File: src/include/ctrl_cfg.svh
`ifndef CTRL_CFG_SVH
`define CTRL_CFG_SVH

// instruction word and retire tag
`define CTRL_INSTR_W    32
`define CTRL_TAG_W      8
`define CTRL_OP_W       4

// queue depth is 1 << CTRL_FIFO_AW
`define CTRL_FIFO_AW    2

// per-stage cycle count fields
`define CTRL_CNT_W      4
`define CTRL_LOAD_LSB   8
`define CTRL_EXEC_LSB   12
`define CTRL_STORE_LSB  16
`define CTRL_OP_LSB     28

`endif

File: src/hw/ctrl_pkg.sv
`default_nettype none
`include "ctrl_cfg.svh"

package ctrl_pkg;

  // one instruction as it sits in a queue
  typedef logic [`CTRL_INSTR_W-1:0] instr_t;

  // unknown codes decode as nop
  typedef enum logic [`CTRL_OP_W-1:0] {
    OP_NOP = 4'h0,
    OP_RUN = 4'h1
  } opcode_e;

  typedef enum logic [1:0] {
    ST_IDLE    = 2'd0,
    ST_RUN     = 2'd1,
    ST_HANDOFF = 2'd2
  } stage_state_e;

endpackage

`default_nettype wire

File: src/hw/instr_fifo.sv
`timescale 1ns/1ps
`default_nettype none
`include "ctrl_cfg.svh"

module instr_fifo
  import ctrl_pkg::*;
(
  input  wire                      clk,
  input  wire                      i_rst_n,
  input  wire                      i_wr_en,
  input  wire  [`CTRL_INSTR_W-1:0] i_wr_data,
  input  wire                      i_rd_en,
  output logic [`CTRL_INSTR_W-1:0] o_rd_data,
  output logic                     o_empty,
  output logic                     o_full
);

  localparam int DEPTH = 1 << `CTRL_FIFO_AW;

  instr_t                  mem [DEPTH];
  logic [`CTRL_FIFO_AW-1:0] wr_ptr;
  logic [`CTRL_FIFO_AW-1:0] rd_ptr;
  logic [`CTRL_FIFO_AW:0]   count;
  logic                    do_wr;
  logic                    do_rd;

  assign do_wr = i_wr_en && !o_full;
  assign do_rd = i_rd_en && !o_empty;

  // count reaches DEPTH only when the top bit is set
  assign o_empty   = (count == '0);
  assign o_full    = count[`CTRL_FIFO_AW];
  assign o_rd_data = mem[rd_ptr];

  always_ff @(posedge clk) begin
    if (do_wr) begin
      mem[wr_ptr] <= i_wr_data;
    end
  end

  // pointers wrap on their own width
  always_ff @(posedge clk or negedge i_rst_n) begin
    if (!i_rst_n) begin
      wr_ptr <= '0;
      rd_ptr <= '0;
      count  <= '0;
    end else begin
      if (do_wr) wr_ptr <= wr_ptr + 1'b1;
      if (do_rd) rd_ptr <= rd_ptr + 1'b1;
      case ({do_wr, do_rd})
        2'b10:   count <= count + 1'b1;
        2'b01:   count <= count - 1'b1;
        default: count <= count;
      endcase
    end
  end

  // writers and readers must watch the flags
  a_no_wr_full: assert property (@(posedge clk) disable iff (!i_rst_n)
    i_wr_en |-> !o_full);
  a_no_rd_empty: assert property (@(posedge clk) disable iff (!i_rst_n)
    i_rd_en |-> !o_empty);

endmodule

`default_nettype wire

File: src/hw/stage_control.sv
`timescale 1ns/1ps
`default_nettype none
`include "ctrl_cfg.svh"

module stage_control
  import ctrl_pkg::*;
#(
  parameter int CNT_LSB = `CTRL_LOAD_LSB
) (
  input  wire                      clk,
  input  wire                      i_rst_n,
  // upstream queue
  input  wire                      i_in_empty,
  input  wire  [`CTRL_INSTR_W-1:0] i_in_data,
  output logic                     o_in_rd_en,
  // downstream queue
  input  wire                      i_out_full,
  output logic                     o_out_wr_en,
  output logic [`CTRL_INSTR_W-1:0] o_out_data,
  // datapath side
  input  wire                      i_hold,
  output logic                     o_strobe,
  output logic                     o_idle
);

  stage_state_e           state_q;
  stage_state_e           state_d;
  instr_t                 instr_q;
  logic [`CTRL_CNT_W-1:0] cnt_q;
  logic [`CTRL_CNT_W-1:0] in_cnt;
  opcode_e                op;
  logic                   is_run;

  // count field of the word at the queue head
  assign in_cnt = i_in_data[CNT_LSB +: `CTRL_CNT_W];

  assign op     = opcode_e'(instr_q[`CTRL_OP_LSB +: `CTRL_OP_W]);
  assign is_run = (op == OP_RUN);

  ////////////////////////////////////////
  // queue handshakes
  ////////////////////////////////////////

  assign o_in_rd_en  = (state_q == ST_IDLE) && !i_in_empty;
  assign o_out_wr_en = (state_q == ST_HANDOFF) && !i_out_full && !i_hold;
  assign o_out_data  = instr_q;

  // strobe is low while held so the count stays exact
  assign o_strobe = (state_q == ST_RUN) && is_run && !i_hold;
  assign o_idle   = (state_q == ST_IDLE);

  ////////////////////////////////////////
  // fsm
  ////////////////////////////////////////

  always_comb begin
    state_d = state_q;
    case (state_q)
      ST_IDLE: begin
        if (!i_in_empty) begin
          // zero count skips the run phase
          state_d = (in_cnt == '0) ? ST_HANDOFF : ST_RUN;
        end
      end
      ST_RUN: begin
        if (!i_hold && (cnt_q == 'd1)) begin
          state_d = ST_HANDOFF;
        end
      end
      ST_HANDOFF: begin
        if (o_out_wr_en) begin
          state_d = ST_IDLE;
        end
      end
      default: begin
        state_d = ST_IDLE;
      end
    endcase
  end

  always_ff @(posedge clk or negedge i_rst_n) begin
    if (!i_rst_n) begin
      state_q <= ST_IDLE;
      cnt_q   <= '0;
    end else begin
      state_q <= state_d;
      if (o_in_rd_en) begin
        cnt_q <= in_cnt;
      end else if ((state_q == ST_RUN) && !i_hold) begin
        cnt_q <= cnt_q - 1'b1;
      end
    end
  end

  // instruction register
  always_ff @(posedge clk) begin
    if (o_in_rd_en) begin
      instr_q <= i_in_data;
    end
  end

  // strobe only while cycles remain in the run phase
  a_strobe_in_run: assert property (@(posedge clk) disable iff (!i_rst_n)
    o_strobe |-> (state_q == ST_RUN) && (cnt_q != '0));

endmodule

`default_nettype wire

File: src/hw/control_unit.sv
`timescale 1ns/1ps
`default_nettype none
`include "ctrl_cfg.svh"

module control_unit (
  input  wire                      clk,
  input  wire                      i_rst_n,
  // instruction writer
  input  wire                      i_instr_wr_en,
  input  wire  [`CTRL_INSTR_W-1:0] i_instr_data,
  output logic                     o_instr_full,
  // store side back-pressure
  input  wire                      i_store_stall,
  // datapath strobes
  output logic                     o_load_en,
  output logic                     o_execute_en,
  output logic                     o_store_en,
  // retire port
  output logic                     o_retire_valid,
  output logic [`CTRL_TAG_W-1:0]   o_retire_tag,
  output logic                     o_idle
);

  logic                     cmd_wr_en;
  logic                     cmd_rd_en;
  logic                     cmd_empty;
  logic                     cmd_full;
  logic [`CTRL_INSTR_W-1:0] cmd_data;

  logic                     exec_wr_en;
  logic                     exec_rd_en;
  logic                     exec_empty;
  logic                     exec_full;
  logic [`CTRL_INSTR_W-1:0] exec_in_data;
  logic [`CTRL_INSTR_W-1:0] exec_data;

  logic                     store_wr_en;
  logic                     store_rd_en;
  logic                     store_empty;
  logic                     store_full;
  logic [`CTRL_INSTR_W-1:0] store_in_data;
  logic [`CTRL_INSTR_W-1:0] store_data;
  logic [`CTRL_INSTR_W-1:0] retire_data;

  logic                     load_idle;
  logic                     execute_idle;
  logic                     store_idle;

  // writes into a full queue are dropped here
  assign cmd_wr_en    = i_instr_wr_en && !cmd_full;
  assign o_instr_full = cmd_full;

  assign o_retire_tag = retire_data[`CTRL_TAG_W-1:0];
  assign o_idle       = load_idle && execute_idle && store_idle &&
                        cmd_empty && exec_empty && store_empty;

  ////////////////////////////////////////
  // load
  ////////////////////////////////////////

  instr_fifo cmd_fifo (
    .clk(clk), .i_rst_n(i_rst_n),
    .i_wr_en(cmd_wr_en), .i_wr_data(i_instr_data),
    .i_rd_en(cmd_rd_en), .o_rd_data(cmd_data),
    .o_empty(cmd_empty), .o_full(cmd_full)
  );

  stage_control #(.CNT_LSB(`CTRL_LOAD_LSB)) load_stage (
    .clk(clk), .i_rst_n(i_rst_n),
    .i_in_empty(cmd_empty), .i_in_data(cmd_data), .o_in_rd_en(cmd_rd_en),
    .i_out_full(exec_full), .o_out_wr_en(exec_wr_en), .o_out_data(exec_in_data),
    .i_hold(1'b0), .o_strobe(o_load_en), .o_idle(load_idle)
  );

  ////////////////////////////////////////
  // execute
  ////////////////////////////////////////

  instr_fifo exec_fifo (
    .clk(clk), .i_rst_n(i_rst_n),
    .i_wr_en(exec_wr_en), .i_wr_data(exec_in_data),
    .i_rd_en(exec_rd_en), .o_rd_data(exec_data),
    .o_empty(exec_empty), .o_full(exec_full)
  );

  stage_control #(.CNT_LSB(`CTRL_EXEC_LSB)) execute_stage (
    .clk(clk), .i_rst_n(i_rst_n),
    .i_in_empty(exec_empty), .i_in_data(exec_data), .o_in_rd_en(exec_rd_en),
    .i_out_full(store_full), .o_out_wr_en(store_wr_en), .o_out_data(store_in_data),
    .i_hold(1'b0), .o_strobe(o_execute_en), .o_idle(execute_idle)
  );

  ////////////////////////////////////////
  // store and retire
  ////////////////////////////////////////

  instr_fifo store_fifo (
    .clk(clk), .i_rst_n(i_rst_n),
    .i_wr_en(store_wr_en), .i_wr_data(store_in_data),
    .i_rd_en(store_rd_en), .o_rd_data(store_data),
    .o_empty(store_empty), .o_full(store_full)
  );

  // retire never back-pressures, only the stall does
  stage_control #(.CNT_LSB(`CTRL_STORE_LSB)) store_stage (
    .clk(clk), .i_rst_n(i_rst_n),
    .i_in_empty(store_empty), .i_in_data(store_data), .o_in_rd_en(store_rd_en),
    .i_out_full(1'b0), .o_out_wr_en(o_retire_valid), .o_out_data(retire_data),
    .i_hold(i_store_stall), .o_strobe(o_store_en), .o_idle(store_idle)
  );

endmodule

`default_nettype wire

File: config.mk
export PLATFORM = sky130hd
export DESIGN_NAME = control_unit
export DESIGN_NICKNAME = d
export VERILOG_FILES = /design/src/hw/ctrl_pkg.sv /design/src/hw/instr_fifo.sv /design/src/hw/stage_control.sv /design/src/hw/control_unit.sv
export VERILOG_INCLUDE_DIRS = /design/src /design/src/include
export SDC_FILE = /design/constraint.sdc
export NUM_CORES = 1
export LEC_CHECK = 0
export ABC_AREA = 1
export BUFFER_PORTS_ARGS = -buffer_cell sky130_fd_sc_hd__clkbuf_2
export CAP_MARGIN = 10
export CORE_MARGIN = 3
export CORE_UTILIZATION = 55
export CTS_CLUSTER_SIZE = 24
export DETAILED_ROUTE_END_ITERATION = 12
export PLACE_DENSITY = 0.72
export RECOVER_POWER = 100
export SYNTH_ARGS = -nofsm -noshare
export SYNTH_HDL_FRONTEND = slang
export SYNTH_SLANG_ARGS = --single-unit
File: constraint.sdc
create_clock -name clk -period 3.3 [get_ports clk]
set_input_delay 0.825 -clock clk [delete_from_list [all_inputs] [get_ports clk]]
set_output_delay 0.825 -clock clk [all_outputs]
set_load 0.005 [all_outputs]
==> impl_metrics.toml, run 1 <==
[logic_synthesis]
synthArstFlopShare = 0.119
synth-edff-count = 288
ys_ff_latch = 327
yosys.area.top_type = "edfxtp_1"
post-synth-top-count-cell = "edfxtp_1"
synth_common_cells = "edfxtp_1, nor2_1, nand2_1"
synth_area_leaders = "edfxtp_1, dfrtp_1, nor2_1, nand2_1, o22ai_1"
syn_inst = 962
synth_area_sq_um = 12800
syn_area_per_cell_sq_um = 13.3
yosysSeqAreaShare = 0.752
synth.distinct_cells = 28
synthFlopType = "edfxtp_1"
synth_warnings = 0
syn-num-nets = 1022
synthDominantCellAreaShare = 0.676

[cells_and_area]
diodes = 0
nFillCells = 1709
final_core_util = 0.624
nets = 1071
synthToLayoutAreaGrowth_pct = 11.1
fin_area_sq_um = 14200
drive_gt1_frac = 0.0667
instances_no_fill = 1348

[die]
die_h_um = 159
die_area_sq_um = 25100
die_x_um = 159
pin_count = 50
start_util = 0.562
rows = 55
core_sq_um = 22800

[sta]
grt_setup_unrepaired = "false"
finalCriticalPeriod_ns = 2.72
timing.hold.ws_ns = 0.489
tightest_slew_ns = 2.10
setup_violations = 0
finalMaxSlewViolations = 189
max_slew_margin = -0.399
finalSetupTns_ns = 0
finalCritPeriodShare = 0.824
fin_ws_ns = 0.581
finalClockSkew_ns = 0.0134
fmax_mhz = 368
finalHoldViolCount = 0

[global_routing]
grt_antenna_before_repair = 0
overflow = 0
grt_use_total = 0.175
grt_max_degree = 50
grt_pass1_vias = 6999
grt_pass1_wl_um = 34800

[critical_path]
start_kind = "flip-flop"
reg2reg_slack_ns = 0.58
required_ns = 3.68
r2r-start = "execute_stage.state_q[1]$_DFFE_PN0P_"
rr_worst_depth = 9
critPathArrivalTime_ns = 3.10
crit_path_frequent_cell = "inv_1"
worstPathCellList = "nor2_1 -> nand2_1 -> inv_1 -> ha_1 -> inv_1 -> fa_1 -> a21oi_1 -> o21ai_0 -> xor2_1"
worst_setup_path_end_kind = "flip-flop"
timing.rr.end = "exec_fifo.count[2]$_DFFE_PN0P_"
worstSetupPathType = "flip-flop to flip-flop"
critPathSlowestCell = "inv_1"
critPathMaxFanout = 18
critPathMaxStageDelay_ns = 0.60

[placed_design]
dp.final_hpwl_um = 12600
pre_cts_slack_ns = 0.835
port_buffers = 41
place_area_sq_um = 13300
place_inst = 1288
gp_congestion = 0.764

[drt]
vias = 7111
drt.antenna.violating_nets = 0
vias_per_cell = 5.28
route.detailed.drc = 0
drtPass1Iterations = 5
routedWlPerCell_um = 15.8
wirelength_um = 21200
first_iter_violations = 456

[cts]
numCtsBuffers = 34
htreeDepth = 2
hold_buffers = 0
post_cts_resized = 0
cts_root_buf = "clkbuf_16"
worstSkewPairLatency_ns = 0.51
cts_buffer_depth = 3
clock-sinks = 327
postCtsSetupRepairBufs = 0
cts_tree = "done"
clkSlewWorstSetupHoldPaths_ns = 0.06

[power]
irDropWorstVdd_uv = 593
p_total_mw = 13.7
power.density_nw_per_um2 = 964
p_leak_nw = 5.09

[hold_path]
hold-path-cell-count = 2
min-delay-start = "execute_stage.cnt_q[1]$_DFFE_PN0P_"
hold_path_end = "execute_stage.cnt_q[1]$_DFFE_PN0P_"
hold_class = "flip-flop to flip-flop"

[job]
maxCapViolations = 6

[outcome]
outcome = "finished, violations left"
failed_checks = "capacitance limit, slew limit"
-- routing by layer --
| metal | track usage | vias to the layer above | wire [um] |
|---|---|---|---|
| met4 | 0.0602 | 0 | 443 |
| met1 | 0.227 | 3387 | 9040 |
| li1 | - | 3494 | - |
| met5 | 0 | - | 0 |
| met2 | 0.301 | 190 | 10600 |
| met3 | 0.0326 | 40 | 1170 |
-- kinds of logic (layout without fill, tap and decap cells) --
logic type      count (synthesis)  in the layout  synth area share
flops                         327            327             0.752
buf+inv                       121            194            0.0418
xor+xnor                       17             17            0.0116
fa+ha+maj                      24             24            0.0252
compound gates                174            174            0.0760
simple gates                  299            299            0.0935
-- report_power, final --
| part | leakage (nW) | internal, mW | switching, mW |
|---|---|---|---|
| sequential | 3.09 | 5.98 | 0.519 |
| combinational | 1.51 | 1.17 | 2.54 |
| clock | 0.495 | 2.05 | 1.46 |
-- how the worst max path moves through the flow --
stage | start | to | slack [ns] | depth (start not counted)
6_report | execute_stage.state_q[1]$_DFFE_PN0P_ | exec_fifo.count[2]$_DFFE_PN0P_ | 0.58 | 9
3_5_place_dp | i_store_stall | o_store_en | 0.83 | 7
4_1_cts | load_stage.state_q[1]$_DFFE_PN0P_ | o_load_en | 0.55 | 4
2_1_floorplan | i_instr_wr_en | cmd_fifo.mem[0][0]$_DFFE_PP_ | 0.87 | 2
3_3_place_gp | i_store_stall | o_store_en | 0.84 | 7
5_1_grt | load_stage.state_q[1]$_DFFE_PN0P_ | cmd_fifo.count[2]$_DFFE_PN0P_ | 0.30 | 9
-- cell usage in the layout, fill, tap and decap left out, drive strengths merged, types with 4 or more instances in the layout --
master / n
xnor2: 6
edfxtp: 288
a21oi: 7
buf: 4
xor2: 11
o22ai: 50
o221ai: 6
nor2: 146
clkbuf: 100
inv: 76
nand2: 104
o21ai: 104
nor3: 6
ha: 21
nand3: 37
dfrtp: 39
clkinv: 10
-- cell type report --
cell class                 count  area [sq um]  share of cell area
timing repair buffer          58           240              0.0169
clock inverter                14           116             0.00818
tap                          313           392              0.0275
sequential                   327          9620               0.677
inverter                      76           285              0.0201
clock buffer                  46           917              0.0645
multi-input combinational    514          2650               0.186
-- registers in the layout (all words and copies together) (netlist names), 3 cells and up --
| register | cells |
|---|---|
| load_stage.o_out_data | 20 |
| exec_fifo.mem | 80 |
| store_stage.cnt_q | 4 |
| cmd_fifo.mem | 96 |
| execute_stage.o_out_data | 16 |
| cmd_fifo.count | 3 |
| store_stage.o_out_data | 12 |
| store_fifo.count | 3 |
| store_fifo.mem | 64 |
| load_stage.cnt_q | 4 |
| exec_fifo.count | 3 |
| execute_stage.cnt_q | 4 |
-- critical path: cells and delay by family (launching register included) --
| kind | cells | cell delay [ns] |
|---|---|---|
| AOI/OAI and AO/OA | 2 | 0.28 |
| xor gates and xnor gates | 1 | 0.15 |
| adders and majority gates | 2 | 0.64 |
| buffers and inverters | 2 | 0.67 |
| DFF | 1 | 0.41 |
| and+or+nand+nor | 2 | 0.44 |
(Power assumes the default switching activity.)
==> run 2, diff against run 1 <==
PLACE_DENSITY = 0.75   (was 0.72)
clock period = 2.25 ns   (was 3.3 ns; I/O delays follow)
==> impl_metrics.toml, run 2 (synthesis results as in run 1) <==
[outcome]
outcome = "finished clean"

[cells_and_area]
diodes = 0
final_core_util = 0.634
drive_gt1_frac = 0.109
largest_reg_flops = 96
reg_top3 = "cmd_fifo.mem (96), exec_fifo.mem (80), store_fifo.mem (64)"
layout_commonest_cell = "edfxtp_1"
fin_area_sq_um = 14400
largest-register = "cmd_fifo.mem"
nets = 1094
final_cell_mix = "edfxtp_1, nor2_1, nand2_1, o21ai_0, inv_1"
synthToLayoutAreaGrowth_pct = 12.8

[critical_path]
endpoint = "o_load_en"
start_kind = "flip-flop"
critPathArrivalTime_ns = 1.64
reg2reg_slack_ns = 0.25
required_ns = 1.69
critPathMaxFanout = 5
worst_setup_path_end_kind = "output port"
worstSetupPathType = "flip-flop to output port"
timing.rr.end = "exec_fifo.count[2]$_DFFE_PN0P_"
rr_worst_depth = 9
startpoint = "load_stage.state_q[1]$_DFFE_PN0P_"
r2r-start = "execute_stage.state_q[1]$_DFFE_PN0P_"

[cts]
numCtsBuffers = 34
clkSlewWorstSetupHoldPaths_ns = 0.06
clock-sinks = 327
cts_root_buf = "clkbuf_16"
cts_tree = "done"
cts_buffer_depth = 3
worstSkewPairLatency_ns = 0.51
htreeDepth = 2

[power]
seq_power_share = 0.467
power.density_nw_per_um2 = 1420
pwr-share-clk = 0.255
swShare = 0.330
p_total_mw = 20.5
irDropWorstVdd_uv = 737
p_leak_nw = 5.23
p_switching_mw = 6.77
power_frac_comb = 0.278
p_int_mw = 13.7

[global_routing]
grt_use_total = 0.180
grt_pass1_wl_um = 35700
overflow = 0
grt_max_degree = 50
grt_pass1_vias = 7259
grt_antenna_before_repair = 0

[die]
die_h_um = 159
start_util = 0.562
pin_count = 50
die_area_sq_um = 25100
rows = 55
core_sq_um = 22800
die_x_um = 159

[drt]
met1_length_um = 9320
wl_met3_um = 1320
routedWlPerCell_um = 16.1
drtPass1Iterations = 5
first_iter_violations = 432
drt.antenna.violating_nets = 0
route.detailed.drc = 0
wirelength_um = 22100
vias_per_cell = 5.34
routed.top_layer = "met4"
vias = 7324
route.met2.wl_um = 11100

[placed_design]
port_buffers = 41
pre_cts_slack_ns = 0.203
place_area_sq_um = 13400
gp_congestion = 0.771
dp.final_hpwl_um = 13200

[sta]
finalCriticalPeriod_ns = 2.20
max_slew_margin = 0.299
fin_ws_ns = 0.0485
finalClockSkew_ns = 0.0145
finalCritPeriodShare = 0.978
tightest_slew_ns = 1.05
setup_violations = 0
grt_setup_unrepaired = "true"
finalHoldViolCount = 0
fmax_mhz = 454
finalMaxSlewViolations = 0

[hold_path]
hold_class = "primary input to flip-flop"
hold-path-cell-count = 1

[job]
maxCapViolations = 0
[run 2: cell count changes in the layout (fill, tap and decap cells not counted), sizes merged]
cell / delta
dlygate4sd3: +1
bufinv: +1
inv: -1
clkbuf: +2
clkinv: +6
clkinvlp: -1
buf: +15
[run 2: how the worst min path moves through the flow]
stage	startpoint	end	slack [ns]
after floorplan	i_rst_n	cmd_fifo.count[0]$_DFFE_PN0P_	0.27
after global placement	exec_fifo.count[1]$_DFFE_PN0P_	exec_fifo.count[1]$_DFFE_PN0P_	0.46
after detailed placement	load_stage.o_out_data[12]$_DFFE_PP_	exec_fifo.mem[0][12]$_DFFE_PP_	0.48
after CTS	i_instr_data[18]	cmd_fifo.mem[2][18]$_DFFE_PP_	0.25
after global routing	i_instr_data[29]	cmd_fifo.mem[0][29]$_DFFE_PP_	0.32
final	i_instr_data[18]	cmd_fifo.mem[1][18]$_DFFE_PP_	0.31
[run 2: through the flow]
step / TNS (ns) / std cells / hold WS (ns)
finish: 0 / 1371 / 0.305
global route: -0.0762 / 1371 / 0.320
CTS: 0 / 1366 / 0.254
detailed placement: 0 / 1304 / 0.481
global placement: 0 / 1304 / 0.462
floorplan: 0 / 962 / 0.267
[run 2: power by group through the flow]
stage | combinational, mW | sequential, mW | clock [mW]
detailed placement | 5.75 | 9.65 | 0
CTS | 5.82 | 9.55 | 5.32
global route | 6.57 | 9.74 | 5.54
finish | 5.70 | 9.58 | 5.22
floorplan | 4.36 | 9.37 | 0
global placement | 5.59 | 9.57 | 0
[run 2: layout make-up]
class / count / area, sq um
tap: 313 / 392
sequential: 327 / 9630
fill: 1655 / 8340
clock buffer: 41 / 898
timing repair buffer: 81 / 402
inverter: 76 / 285
multi-input combinational: 514 / 2700
clock inverter: 19 / 144
[run 2: timing repair]
action,4_1_cts,5_1_grt
setup endpoints to repair,3,5
hold buffers,1,0
endpoints found under the hold margin,12,0
pin swaps,1,5
buffers inserted,1,5
resized for setup,5,11
gates cloned,0,0
[run 2: metal layers]
layer,vias up,track usage
met5,-,0
li1,3539,-
met4,0,0.0602
met1,3541,0.233
met2,206,0.308
met3,38,0.0351
[run 2: worst max-delay path: stages (launching register included)]
cell and delay, ns:
dfrtp_2 0.46, nor2_4 0.16, nand3b_1 0.10, nor3_2 0.26, buf_2 0.17
